`src/include/core_settings.svh`:
```
`ifndef CORE_SETTINGS_SVH
`define CORE_SETTINGS_SVH

`define CORE_XLEN	64
`define CORE_RADDR_W	6
`define CORE_NREGS	(1 << `CORE_RADDR_W)
`define CORE_INSN_W	32
`define CORE_IMM_W	16
`define CORE_OP_W	4

// instruction word fields, imm overlaps rs2 and rs3
`define CORE_OP_LSB	28
`define CORE_RD_LSB	22
`define CORE_RS1_LSB	16
`define CORE_RS2_LSB	10
`define CORE_RS3_LSB	4

`endif

```
`src/rtl/core_pkg.sv`:
```
`default_nettype none

`include "core_settings.svh"

package core_pkg;

	typedef logic [`CORE_XLEN-1:0] xlen_t;
	typedef logic [`CORE_RADDR_W-1:0] reg_addr_t;
	typedef logic [`CORE_INSN_W-1:0] insn_t;
	typedef logic [`CORE_IMM_W-1:0] imm_t;
	typedef logic [1:0] lvt_tag_t;	// bank holding the newest copy

	typedef enum logic [`CORE_OP_W-1:0] {
		op_nop = 0,
		op_add = 1,
		op_sub = 2,
		op_and = 3,
		op_or = 4,
		op_xor = 5,
		op_sll = 6,
		op_srl = 7,
		op_sel = 8,	// c != 0 ? a : b
		op_addi = 9,
		op_li = 10	// codes above this decode as nop
	} alu_op_t;

	typedef struct packed {
		alu_op_t op;
		reg_addr_t rd;
		reg_addr_t rs1;
		reg_addr_t rs2;
		reg_addr_t rs3;
		xlen_t imm;	// already sign-extended
	} dec_lane_t;

	typedef struct packed {
		logic [2:0] valid;
		insn_t [2:0] insn;
	} issue_bundle_t;

	typedef struct packed {
		logic valid;
		reg_addr_t rd;
		xlen_t value;
	} wb_lane_t;

	typedef struct packed {
		wb_lane_t [2:0] lane;	// lane 2 in the top bits
	} wb_bundle_t;

endpackage

`default_nettype wire

```
`src/rtl/issue_decoder.sv`:
```
`timescale 1ns/1ps
`default_nettype none

`include "core_settings.svh"

module issue_decoder (
	input wire logic valid,
	input wire core_pkg::insn_t insn,
	output core_pkg::dec_lane_t dec
);

	logic [`CORE_OP_W-1:0] op_field;
	core_pkg::alu_op_t op;
	core_pkg::imm_t raw_imm;
	logic use_rs1;
	logic use_rs2;
	logic use_rs3;

	assign op_field = insn[`CORE_OP_LSB +: `CORE_OP_W];
	assign raw_imm = insn[`CORE_IMM_W-1:0];

	always_comb
	begin
		if (valid && op_field <= core_pkg::op_li)
			op = core_pkg::alu_op_t'(op_field);
		else
			op = core_pkg::op_nop;	// bubble or unknown code
	end

	always_comb
	begin
		use_rs1 = 1'b0;
		use_rs2 = 1'b0;
		use_rs3 = 1'b0;
		case (op)
			core_pkg::op_add, core_pkg::op_sub, core_pkg::op_and, core_pkg::op_or,
			core_pkg::op_xor, core_pkg::op_sll, core_pkg::op_srl:
			begin
				use_rs1 = 1'b1;
				use_rs2 = 1'b1;
			end
			core_pkg::op_sel:
			begin
				use_rs1 = 1'b1;
				use_rs2 = 1'b1;
				use_rs3 = 1'b1;
			end
			core_pkg::op_addi:
				use_rs1 = 1'b1;
			default:
				;
		endcase
	end

	always_comb
	begin
		dec = '0;	// unused sources read r0
		dec.op = op;
		dec.imm = {{(`CORE_XLEN-`CORE_IMM_W){raw_imm[`CORE_IMM_W-1]}}, raw_imm};
		if (op != core_pkg::op_nop)
			dec.rd = insn[`CORE_RD_LSB +: `CORE_RADDR_W];
		if (use_rs1)
			dec.rs1 = insn[`CORE_RS1_LSB +: `CORE_RADDR_W];
		if (use_rs2)
			dec.rs2 = insn[`CORE_RS2_LSB +: `CORE_RADDR_W];
		if (use_rs3)
			dec.rs3 = insn[`CORE_RS3_LSB +: `CORE_RADDR_W];
	end

endmodule

`default_nettype wire

```
`config.mk`:
```
export PLATFORM = sky130hd
export DESIGN_NAME = issue_decoder
export DESIGN_NICKNAME = d
export VERILOG_FILES = /design/src/rtl/core_pkg.sv /design/src/rtl/issue_decoder.sv
export VERILOG_INCLUDE_DIRS = /design/src /design/src/include
export SDC_FILE = /design/constraint.sdc
export NUM_CORES = 1
export LEC_CHECK = 0
export ABC_AREA = 1
export BUFFER_PORTS_ARGS = -buffer_cell sky130_fd_sc_hd__buf_2
export CAP_MARGIN = 10
export CORE_MARGIN = 1
export CORE_UTILIZATION = 30
export DETAILED_ROUTE_END_ITERATION = 10
export GPL_TIMING_DRIVEN = 1
export PLACE_DENSITY = 0.84
export SYNTH_ARGS = -nofsm -noshare
export SYNTH_HDL_FRONTEND = slang
export SYNTH_SLANG_ARGS = --single-unit
```
`constraint.sdc`:
```
create_clock -name vclk -period 1.1
set_input_delay 0.11 -clock vclk [all_inputs]
set_output_delay 0.11 -clock vclk [all_outputs]
set_load 0.01 [all_outputs]
```
# Word-level counts from Yosys, hierarchy flattened
# Cells that the tools add are included.
totals:
  reg_bits: 0
  in_bits: 33
  out_inout_bits: 92
op_classes:
  magnitude_cmp: 1
  eq_ne: 9
  mux: 8
  n_reduce_logical: 4
ops:
  columns: ["cell", "n"]
  rows:
  - ["6-bit 2-to-1 mux", 4]
  - ["4-bit by 3-bit equality test with 1-bit output, second input constant", 4]
  - ["9-bit OR reduction", 1]
  - ["4-bit by 2-bit equality test with 1-bit output, second input constant", 2]
  - ["4-bit equality test, second input constant", 2]
  - ["8-bit OR reduction", 1]
  - ["4-bit by 1-bit equality test with 1-bit output, second input constant", 1]
  - ["4-bit <= comparator, second input constant", 1]
  - ["4-bit 2-to-1 mux", 1]
  - ["4-bit nonzero test", 1]
  - ["1-bit 2-to-1 mux", 3]
  - ["1-bit logical AND", 1]

# Logic depth before layout (Yosys ltp)
logic_depth:
  depth_word: 7
  ltp_mapped: 8
  ltp_nobuf: 7

# Worst setup path before layout
# No wires, ideal clock.
synth_timing:
  path_type: "input-to-output"
  from: "input insn[29]"
  to: "output dec[76] in the netlist's numbering"
  arrival_time_ns: 0.897
  setup_slack_ns: 0.093
  cell_stages: 7
  path_cell_list: "nand2_1 nand2_2 nand2_2 nand2_1 nor2_2 nand2_1 a21oi_1"
synth_rtl:
  columns: ["item", "line_no", "source"]
  rows:
  - ["from (decl)", "issue_decoder.sv:8", "input wire core_pkg::insn_t insn,"]
  - ["to (decl)", "issue_decoder.sv:9", "output core_pkg::dec_lane_t dec"]

==> summary.md <==
| Metric | Value |
|---|---|
| Fmax achieved | 854 MHz |
| Layout net count | 234 |
| Row count | 18 |
| Post-synthesis net count | 170 |
| Register area share after synthesis | 0% |
| Layout cell share with drive strength beyond 1 | 75.4% |
| Max_cap viols | 0 |
| DR vias | 904 |
| N_diodes | 0 |
| Routed Antenna Nets | 0 |
| Antenna violations before repair | 0 |
| YS warnings | 0 |
| Die area | 0.00286 sq mm |
| Remaining Overflow, GRT | 0 |
| Final wirelength | 1890 microns |
| Final worst-path cycle share | 107% |
| Seq_cells | 0 |
| Leak | 0.840 nW |
| Status | complete, but fails checks |
| Worst Tran Pin Value | 0.386 ns |
| Setup CP Type | in2out |
| RePlAce Congestion | 0.709 |
| Post-Place Cells | 226 |
| HP Class | in2out |
| Startpoint types | primary input |
| Mapped Cells | 137 |
| Max Fanout on Critical Path | 6 |
| Peak VDD IR | 0.281 mV |
| Cell Area, Synth | 795 sq um |
| 1st-pass router iterations | 2 |
| Critical Path AT | 1.06 ns |
| Initial Util | 31.8% |
| Final Critical Period | 1.17 ns |
| Critical path startpoint | insn[28] |
| WL/cell | 8.25 microns |
| Max-slew violations | 0 |
| WP data required | 0.99 ns |
| Core area | 0.00250 sq mm |
| Clock tree buffer count of the final layout | 0 |
| 1st-iter DRT viols | 3 |
| Die H | 53.5 microns |
| Io pins | 125 |
| Area delta synth->final | 44.4% |
| Count of final setup violators | 20 |
| Number of port buffers | 117 |
| Total Power | 0.545 mW |
| Most frequent cells in the layout | 112 x buf_2, 31 x inv_1, 13 x nor2_1 |
| First-pass GRT wire length | 2280 microns |
| Most common cell after layout, fill and taps aside | buf_2 |
| PD cells | 475 mW/mm^2 |
| Avg Inst Size Synth | 5.80 sq um |
| CP Capture Type | output port |
| Post-route DRC | 0 |
| Pin count of the biggest net entering global routing | 37 |
| Yosys cell types | 12 |
| Hold Buf Count CTS | 0 |
| Failing checks | setup timing |
| Synth top area share | 60.5% |
| Hold path start | insn[1] |
| Die W | 53.5 microns |
| Vias in the first global route | 560 |
| DP Worst Slack | -0.118 ns |
| Final Non-Filler Cells | 229 |
| Fin. Hold Viols | 0 |
| Top cells by area, synth | buf_4 60%, inv_1 16%, nor2_1 9.0%, a21oi_1 3.8%, nand2_2 3.1% |
| Detail-routed via count per cell | 3.95 |
| RSZ-0062 raised after global routing | yes |
| Final core occ | 45.9% |
| FF+latch area | 0 sq um |
| Final WS setup | -0.0715 ns |
| Overall global routing resource usage | 10.2% |
| Cell taking the most area after synthesis | buf_4 |
| Post-DP HPWL | 1470 microns |
| Max_slew headroom | 74.2% |
cells in the mapped netlist:
cell       number
a21oi_1         6
buf_4          64
buf_6           1
inv_1          33
nand2_1         5
nand2_2         4
nand3_1         1
nand4_1         1
nor2_1         19
nor2_2          1
o2111ai_1       1
o211ai_1        1
through the flow:
step | area (sq um) | setup TNS (ns) | hold slack [ns]
floorplan | 795 | 0 | 0.304
detailed placement | 978 | -1.52 | 0.220
CTS | 1050 | -0.444 | 0.220
global route | 1150 | -2.73 | 0.220
global placement | 978 | -0.813 | 0.220
finish | 1150 | -0.863 | 0.220
routing by layer:
layer  vias to the layer above  part of all wire (%)  global-route usage, %
met4                         0                  0.69                   1.32
met5                         -                     0                      0
li1                        458                     -                      -
met1                       380                    33                   11.3
met3                         2                    11                  0.287
met2                        64                    55                   21.0
logic make-up after synthesis:
group,count (synthesis),share of synthesized area [%]
and+or+nand+nor,31,16.7
AOI/OAI and AO/OA,8,5.83
buffers and inverters,98,77.5
power breakdown:
part	leakage (nW)	total, mW	internal [mW]	switching, mW
Sequential	0	0	0	0
Combinational	0.840	0.545	0.245	0.300
Clock	0	0	0	0
Total	0.840	0.545	0.245	0.300
final timing paths:
kind / to / slack (ns) / cells past startpoint
worst max-delay path: dec[83] / -0.07 / 10
worst min-delay path: dec[1] / 0.22 / 0
repair_timing:
action,in CTS,in global routing
gates resized for setup,19,19
pin swaps,4,4
gates cloned,1,0
setup endpoints to repair,24,24
buffers inserted,0,2
critical path: stages:
cell and delay [ns]:
buf_8 0.10, nand2_4 0.07, nand2_4 0.05, nand2_2 0.06, o211ai_1 0.15, nand2_4 0.14, buf_12 0.11, inv_8 0.04
nor2_2 0.09, buf_2 0.13
area by class of cell:
type | instances | area [sq um]
timing repair buffer | 126 | 697
fill | 286 | 1350
multi-input combinational | 40 | 282
inverter | 33 | 131
tap | 30 | 37.5
Power figures use the tool's default switching activity.
