**config.mk**
```make
export PLATFORM = sky130hd
export DESIGN_NAME = writeback_stage
export DESIGN_NICKNAME = d
export VERILOG_FILES = /design/src/rtl/core_pkg.sv /design/src/rtl/writeback_stage.sv
export VERILOG_INCLUDE_DIRS = /design/src /design/src/include
export SDC_FILE = /design/constraint.sdc
export NUM_CORES = 1
export LEC_CHECK = 0
export ABC_AREA = 1
export BUFFER_PORTS_ARGS = -buffer_cell sky130_fd_sc_hd__buf_2
export CAP_MARGIN = 20
export CORE_AREA = 2 2 247 249
export DETAILED_ROUTE_END_ITERATION = 8
export DIE_AREA = 0 0 249 251
export GPL_ROUTABILITY_DRIVEN = 0
export HOLD_SLACK_MARGIN = 0.06
export PLACE_DENSITY = 0.33
export SLEW_MARGIN = 20
export SYNTH_ARGS = -nofsm -noshare
export SYNTH_HDL_FRONTEND = slang
export SYNTH_SLANG_ARGS = --single-unit
```
**constraint.sdc**
```tcl
create_clock -name wclk -period 1.35 [get_ports wclk]
set_input_delay 0 -clock wclk [delete_from_list [all_inputs] [get_ports wclk]]
set_output_delay 0 -clock wclk [all_outputs]
set_load 0.005 [all_outputs]
```
**src/include/core_settings.svh**
```systemverilog
`ifndef CORE_SETTINGS_SVH
`define CORE_SETTINGS_SVH

`define CORE_XLEN	64
`define CORE_RADDR_W	6
`define CORE_NREGS	(1 << `CORE_RADDR_W)
`define CORE_INSN_W	32
`define CORE_IMM_W	16
`define CORE_OP_W	4

// instruction word fields, imm overlaps rs2 and rs3
`define CORE_OP_LSB	28
`define CORE_RD_LSB	22
`define CORE_RS1_LSB	16
`define CORE_RS2_LSB	10
`define CORE_RS3_LSB	4

`endif

```
**src/rtl/core_pkg.sv**
```systemverilog
`default_nettype none

`include "core_settings.svh"

package core_pkg;

	typedef logic [`CORE_XLEN-1:0] xlen_t;
	typedef logic [`CORE_RADDR_W-1:0] reg_addr_t;
	typedef logic [`CORE_INSN_W-1:0] insn_t;
	typedef logic [`CORE_IMM_W-1:0] imm_t;
	typedef logic [1:0] lvt_tag_t;	// bank holding the newest copy

	typedef enum logic [`CORE_OP_W-1:0] {
		op_nop = 0,
		op_add = 1,
		op_sub = 2,
		op_and = 3,
		op_or = 4,
		op_xor = 5,
		op_sll = 6,
		op_srl = 7,
		op_sel = 8,	// c != 0 ? a : b
		op_addi = 9,
		op_li = 10	// codes above this decode as nop
	} alu_op_t;

	typedef struct packed {
		alu_op_t op;
		reg_addr_t rd;
		reg_addr_t rs1;
		reg_addr_t rs2;
		reg_addr_t rs3;
		xlen_t imm;	// already sign-extended
	} dec_lane_t;

	typedef struct packed {
		logic [2:0] valid;
		insn_t [2:0] insn;
	} issue_bundle_t;

	typedef struct packed {
		logic valid;
		reg_addr_t rd;
		xlen_t value;
	} wb_lane_t;

	typedef struct packed {
		wb_lane_t [2:0] lane;	// lane 2 in the top bits
	} wb_bundle_t;

endpackage

`default_nettype wire

```
**src/rtl/writeback_stage.sv**
```systemverilog
`timescale 1ns/1ps
`default_nettype none

module writeback_stage (
	input wire logic wclk,
	input wire logic rst,
	input wire core_pkg::reg_addr_t rd0,
	input wire core_pkg::reg_addr_t rd1,
	input wire core_pkg::reg_addr_t rd2,
	input wire core_pkg::xlen_t res0,
	input wire core_pkg::xlen_t res1,
	input wire core_pkg::xlen_t res2,
	output core_pkg::reg_addr_t wa0,
	output core_pkg::reg_addr_t wa1,
	output core_pkg::reg_addr_t wa2,
	output core_pkg::xlen_t wd0,
	output core_pkg::xlen_t wd1,
	output core_pkg::xlen_t wd2,
	output core_pkg::wb_bundle_t wb
);

	core_pkg::reg_addr_t [2:0] rd_q;
	core_pkg::xlen_t [2:0] res_q;

	always_ff @(posedge wclk)
	begin
		if (rst)
		begin
			rd_q <= '0;	// all write ports aim at r0
		end
		else
		begin
			rd_q <= {rd2, rd1, rd0};
		end
	end

	always_ff @(posedge wclk)
	begin
		res_q <= {res2, res1, res0};
	end

	assign wa0 = rd_q[0];
	assign wa1 = rd_q[1];
	assign wa2 = rd_q[2];
	assign wd0 = res_q[0];
	assign wd1 = res_q[1];
	assign wd2 = res_q[2];

	always_comb
	begin
		for (int i = 0; i < 3; i++)
		begin
			wb.lane[i].valid = (rd_q[i] != '0);
			wb.lane[i].rd = rd_q[i];
			wb.lane[i].value = res_q[i];
		end
	end

endmodule

`default_nettype wire

```
; Word level (Yosys, flattened, before mapping)
; Index checks and enable logic that the tools add are counted.
[classes]
reduce_logical = 3
[op_table]
columns = operator, n
row1 = 6-bit nonzero test, 3
[totals]
inputBits = 212
reg_bits = 210

; Longest topological paths before layout
; Gate-level depths: netlist of the first run.
[depth]
ltp_word = 1
depth_mapped = 3
ltp_nobuf = 2

; Worst setup path before layout of the first run
; No wires, ideal clock.
[synth_path]
path_type = reg2out
start = register rd_q (netlist bit wa1[3])
end = output port wb[141] (netlist bit)
arrival_ns = 0.492
slack_ns = 0.858
path_stages_with_launch = 3
cell_sequence = dfxtp_1 > nor2_1 > nand3_1
[synth_lines]
columns = element, line_no
row1 = "start, declared", writeback_stage.sv:22  ; core_pkg::reg_addr_t [2:0] rd_q;
row2 = "start signal, assigned", writeback_stage.sv:33  ; rd_q <= {rd2, rd1, rd0};
row3 = "end, declared", writeback_stage.sv:19  ; output core_pkg::wb_bundle_t wb

==> out/qor.yml, run 1 <==
floorplan:
  fp.coreArea_mm2: 0.0598
  die_w_um: 249
  dieArea_mm2: 0.0625
  io_pins: 635
  num_rows: 90
  die_h_um: 251
  initial_core_util_pct: 10.0
pwr:
  p_total_mw: 15.6
  p_leak_nw: 5.88
  power_density_mw_per_mm2: 1320
  max-vdd-ir-drop_v: 0.000731
yosys:
  synth_top_cell_by_area: "dfxtp_1"
  avgSynthCellArea_um2: 12.7
  synth_cell_types: 7
  yosysTopAreaCellShare_pct: 70.2
  netlist_area_mm2: 0.00599
  synth_seq_cells: 210
  synth_cells: 470
  yosysWarningCount: 0
  synth_nets: 682
  synth_area_leaders: "dfxtp_1, buf_4, nor2_1"
  ys_seq_area_share_pct: 70.2
routing:
  route.detailed.drc: 0
  drt-total-wl_um: 23500
  drt_iter0_drc: 182
  vias_per_cell: 2.79
  final_antenna_net_count: 0
  wire_per_inst_um: 12.0
  drt-pass1-iter-count: 4
  via_count: 5450
hold_path:
  min_path_type: "primary input to flop"
cells_and_area:
  nets: 1367
  stdcell_count: 1955
  mostFrequentLayoutCells: "buf_2, dlygate4sd3_1, dfxtp_1"
  drive_above_1_share_pct: 57.3
  layout_commonest_cell: "buf_2"
  area_growth_pct: 96.8
sta:
  relSlewSlack_pct: 78.6
  setup_viol: 0
  fin_setup_tns_ns: 0
  finalCriticalPeriod_ns: 1.19
  rsz0062_at_grt: "no"
  hold_violations: 0
  whs_ns: 0.106
  fmax_ghz: 0.839
  tightest_slew_ns: 0.321
  slew_violations: 0
  period_share_pct: 88.3
flow_run:
  drv_cap: 0
setup_path:
  crit_slowest_cell: "dfxtp_1"
  crit_chain: "nor2_1, nand3_1, buf_2"
  end_kind: "primary output"
  path_max_fanout: 3
  arrival_ns: 1.19
  cpPeakStageDelay_ns: 0.32
  cp.required_ns: 1.35
  cp-start-kind: "flop"
  critPathKind: "flop to primary output"
placed_design:
  port_buffers: 634
  hpwl_um: 18500
  placed_cells: 1674
cts:
  cts_tree: "done"
  cts_root_buf: "clkbuf_16"
  cts_made_buffers: 25
  h-tree-depth: 1
  path_clk_slew_ns: 0.06
  clockBufferDepth: 3
  clock-sinks: 210
global_route:
  antenna_found_initial: 7
  grt_pass1_wl_um: 32100
  grt_overflow: 0
  grt_max_degree: 19
  track_usage_pct: 6.83
  grt_pass1_vias: 5486
outcome:
  status: "complete, no violations"
-- layout make-up --
cell class,count,area [um2]
diodes,1,2.50
repair buffers,870,5540
clock buffers,35,703
well taps,782,978
fillers,6527,48000
clock inverters,9,180
multi-input cells,30,116
flip-flops and latches,210,4200
inverters,18,67.6
-- state kept, by name, indices dropped and copies added, names as in the netlist --
name	cells
wa0	6
wd1	64
wd0	64
wd2	64
wa2	6
wa1	6
-- kinds of logic after synthesis --
logic type	share of synthesized area, %
buffers and inverters	27.9
flip-flops	70.2
AND/OR/NAND/NOR	1.94
-- report_power, final --
part	internal (mW)	leakage (nW)	switching (mW)
clock network	4.57	0.427	2.59
logic	1.09	3.68	0.578
registers	6.54	1.77	0.208
total	12.2	5.88	3.37
-- routing by layer --
metal	share of wire, %	track usage [%]
met1	34	6.87
met5	0.18	0
met3	10	2.54
met2	50	12.2
met4	4.9	3.79
-- Yosys cell counts (all sizes together) --
cell type,number
dfxtp,210
nand3,3
inv,18
buf,212
nor2,27
-- path summary, 6_finish.rpt --
kind / cells past startpoint / startpoint / to / slack (ns)
min: 2 / res1[61] / wd1[61]$_DFF_P_ / 0.11
max: 3 / wa2[5]$_SDFF_PP0_ / wb[212] / 0.16
-- critical path, delay by kind of cell, from the launching register on --
kind / cells / cell delay (ns)
buffers and inverters: 1 / 0.14
DFF: 1 / 0.32
and+or+nand+nor: 2 / 0.22
-- through the flow --
stage          setup WS [ns]  util (%)  instance area (um2)
2_1_floorplan          0.858         -                 5990
3_3_place_gp           0.688      14.3                 8540
5_1_grt               0.0670      19.7                11800
3_5_place_dp           0.705      14.3                 8540
4_1_cts                0.111      19.7                11800
6_report               0.158      19.7                11800
-- timing repair --
action,CTS,global route
gates resized for setup,0,0
buffers inserted,0,0
hold buffers,236,0
endpoints found under the hold margin,210,0
No activity file was read; power rests on OpenSTA's default activity.
==> inputs of run 2 (changes only) <==
--- a/config.mk
+++ b/config.mk
@@ -9,12 +9,13 @@
 export ABC_AREA = 1
 export BUFFER_PORTS_ARGS = -buffer_cell sky130_fd_sc_hd__buf_2
 export CAP_MARGIN = 20
-export CORE_AREA = 2 2 247 249
+export CELL_PAD_IN_SITES_DETAIL_PLACEMENT = 2
+export CELL_PAD_IN_SITES_GLOBAL_PLACEMENT = 2
+export CORE_AREA = 2 2 249 251
 export DETAILED_ROUTE_END_ITERATION = 8
-export DIE_AREA = 0 0 249 251
-export GPL_ROUTABILITY_DRIVEN = 0
+export DIE_AREA = 0 0 251 253
 export HOLD_SLACK_MARGIN = 0.06
-export PLACE_DENSITY = 0.33
+export PLACE_DENSITY = 0.51
 export SLEW_MARGIN = 20
 export SYNTH_ARGS = -nofsm -noshare
 export SYNTH_HDL_FRONTEND = slang
==> constraint.sdc (replaced) <==
create_clock -name wclk -period 1.35 [get_ports wclk]
set_input_delay 0 -clock wclk [delete_from_list [all_inputs] [get_ports wclk]]
set_output_delay 0 -clock wclk [all_outputs]
set_load 0.02 [all_outputs]
==> out/qor.yml, run 2 (synthesized netlist as in run 1, its figures left out) <==
sta:
  fmax_ghz: 0.785
  finalCriticalPeriod_ns: 1.27
  relSlewSlack_pct: 73.1
  slew_violations: 0
  period_share_pct: 94.4
  hold_violations: 0
  tightest_slew_ns: 0.404
  setup_viol: 0
  rsz0062_at_grt: "no"
  fin_setup_tns_ns: 0
cts:
  cts_made_buffers: 25
  clock-sinks: 210
  cts_setup_buffers: 0
  h-tree-depth: 1
  cts_tree: "done"
  cts_root_buf: "clkbuf_16"
  path_clk_slew_ns: 0.06
  clockBufferDepth: 3
routing:
  route.detailed.drc: 0
  drt-total-wl_um: 30500
  drt-pass1-iter-count: 4
  vias_per_cell: 2.90
  wire_per_inst_um: 15.3
  drt_iter0_drc: 102
  via_count: 5771
  final_antenna_net_count: 0
placed_design:
  port_buffers: 634
  placed_area_mm2: 0.00855
  globalplace.congestion: 0.734
  hpwl_um: 21900
cells_and_area:
  fin_area_mm2: 0.0120
  area_growth_pct: 101
  nets: 1392
  mostFrequentLayoutCells: "buf_2, dlygate4sd3_1, dfxtp_1"
  layout_commonest_cell: "buf_2"
  drive_above_1_share_pct: 57.2
  regArea_mm2: 0.00421
  utilization_pct: 19.7
  multi_input_area_um2: 156
  final.fill_count: 7040
global_route:
  grt_max_degree: 19
  antenna_found_initial: 6
  track_usage_pct: 8.87
  grt_pass1_wl_um: 41900
  grt_pass1_vias: 6604
  grt_overflow: 0
setup_path:
  arrival_ns: 1.27
  critPathKind: "flop to primary output"
  crit_slowest_cell: "dfxtp_2"
  critPathBufInv: 1
  end_kind: "primary output"
  cpPeakStageDelay_ns: 0.34
  path_max_fanout: 3
  critPathTopFamily: "flip-flops"
  cp.required_ns: 1.35
  cp-start-kind: "flop"
  crit_chain: "nor2_4, nand3_2, buf_2"
pwr:
  max-vdd-ir-drop_v: 0.000696
  power.switching_mw: 4.38
  p_sw_share_pct: 26.9
  p_leak_nw: 5.98
  p_seq_share_pct: 41.6
  p_comb_share_pct: 16.0
  clkPwrFrac_pct: 42.4
  p_int_mw: 11.9
  power_density_mw_per_mm2: 1350
  p_total_mw: 16.3
flow_run:
  drv_cap: 0
floorplan:
  fp.coreArea_mm2: 0.0610
  die_w_um: 251
  initial_core_util_pct: 9.82
  die_h_um: 253
  num_rows: 91
  io_pins: 635
  dieArea_mm2: 0.0635
outcome:
  status: "complete, no violations"
hold_path:
  min_path_type: "primary input to flop"
==> run 2: final cells by class <==
| class | instances | share of cell area [%] |
|---|---|---|
| clock inverters | 11 | 1.13 |
| diodes | 2 | 0.0415 |
| repair buffers | 895 | 48.0 |
| well taps | 790 | 8.20 |
| clock buffers | 34 | 5.80 |
| multi-input cells | 30 | 1.30 |
| flip-flops and latches | 210 | 34.9 |
| inverters | 18 | 0.561 |
==> run 2: through the flow <==
| step | hold slack, ns | worst slack (ns) | instances |
|---|---|---|---|
| after floorplan | 0.0277 | 0.646 | 470 |
| after CTS | 0.0606 | 0.00461 | 1988 |
| after global routing | 0.0675 | 0.0139 | 1989 |
| final | 0.0960 | 0.0759 | 1990 |
| after detailed placement | 0.104 | 0.495 | 1682 |
| after global placement | 0.102 | 0.466 | 1682 |
==> run 2: routing by layer <==
metal | routed length (um) | GRT usage, % | part of all wire [%]
met1 | 9540 | 7.94 | 31
met2 | 17200 | 18.0 | 56
met4 | 1070 | 3.66 | 3.5
met3 | 2640 | 2.85 | 8.7
met5 | 44 | 0 | 0.14
==> run 2: timing repair <==
item                                    CTS  global route
gates resized for setup                   5            10
pin swaps                                 1             1
endpoints found under the hold margin   210             0
cloned                                    0             0
endpoints found under the setup margin    2             3
hold buffers                            261             0
==> run 2: path summary, 6_finish.rpt <==
| check | depth (start not counted) | end | startpoint | slack, ns |
|---|---|---|---|---|
| worst min-delay path | 2 | wd0[37]$_DFF_P_ | res0[37] | 0.1 |
| worst max-delay path | 3 | wb[70] | wa0[0]$_SDFF_PP0_ | 0.08 |
==> run 2: power by group through the flow <==
stage                     Clock [mW]  Combinational [mW]  Sequential [mW]
after floorplan                    0               0.944             7.26
after global placement             0                1.96             6.88
after detailed placement           0                1.97             6.89
after CTS                       7.25                2.59             6.76
after global routing            7.50                2.75             6.80
final                           6.90                2.60             6.77
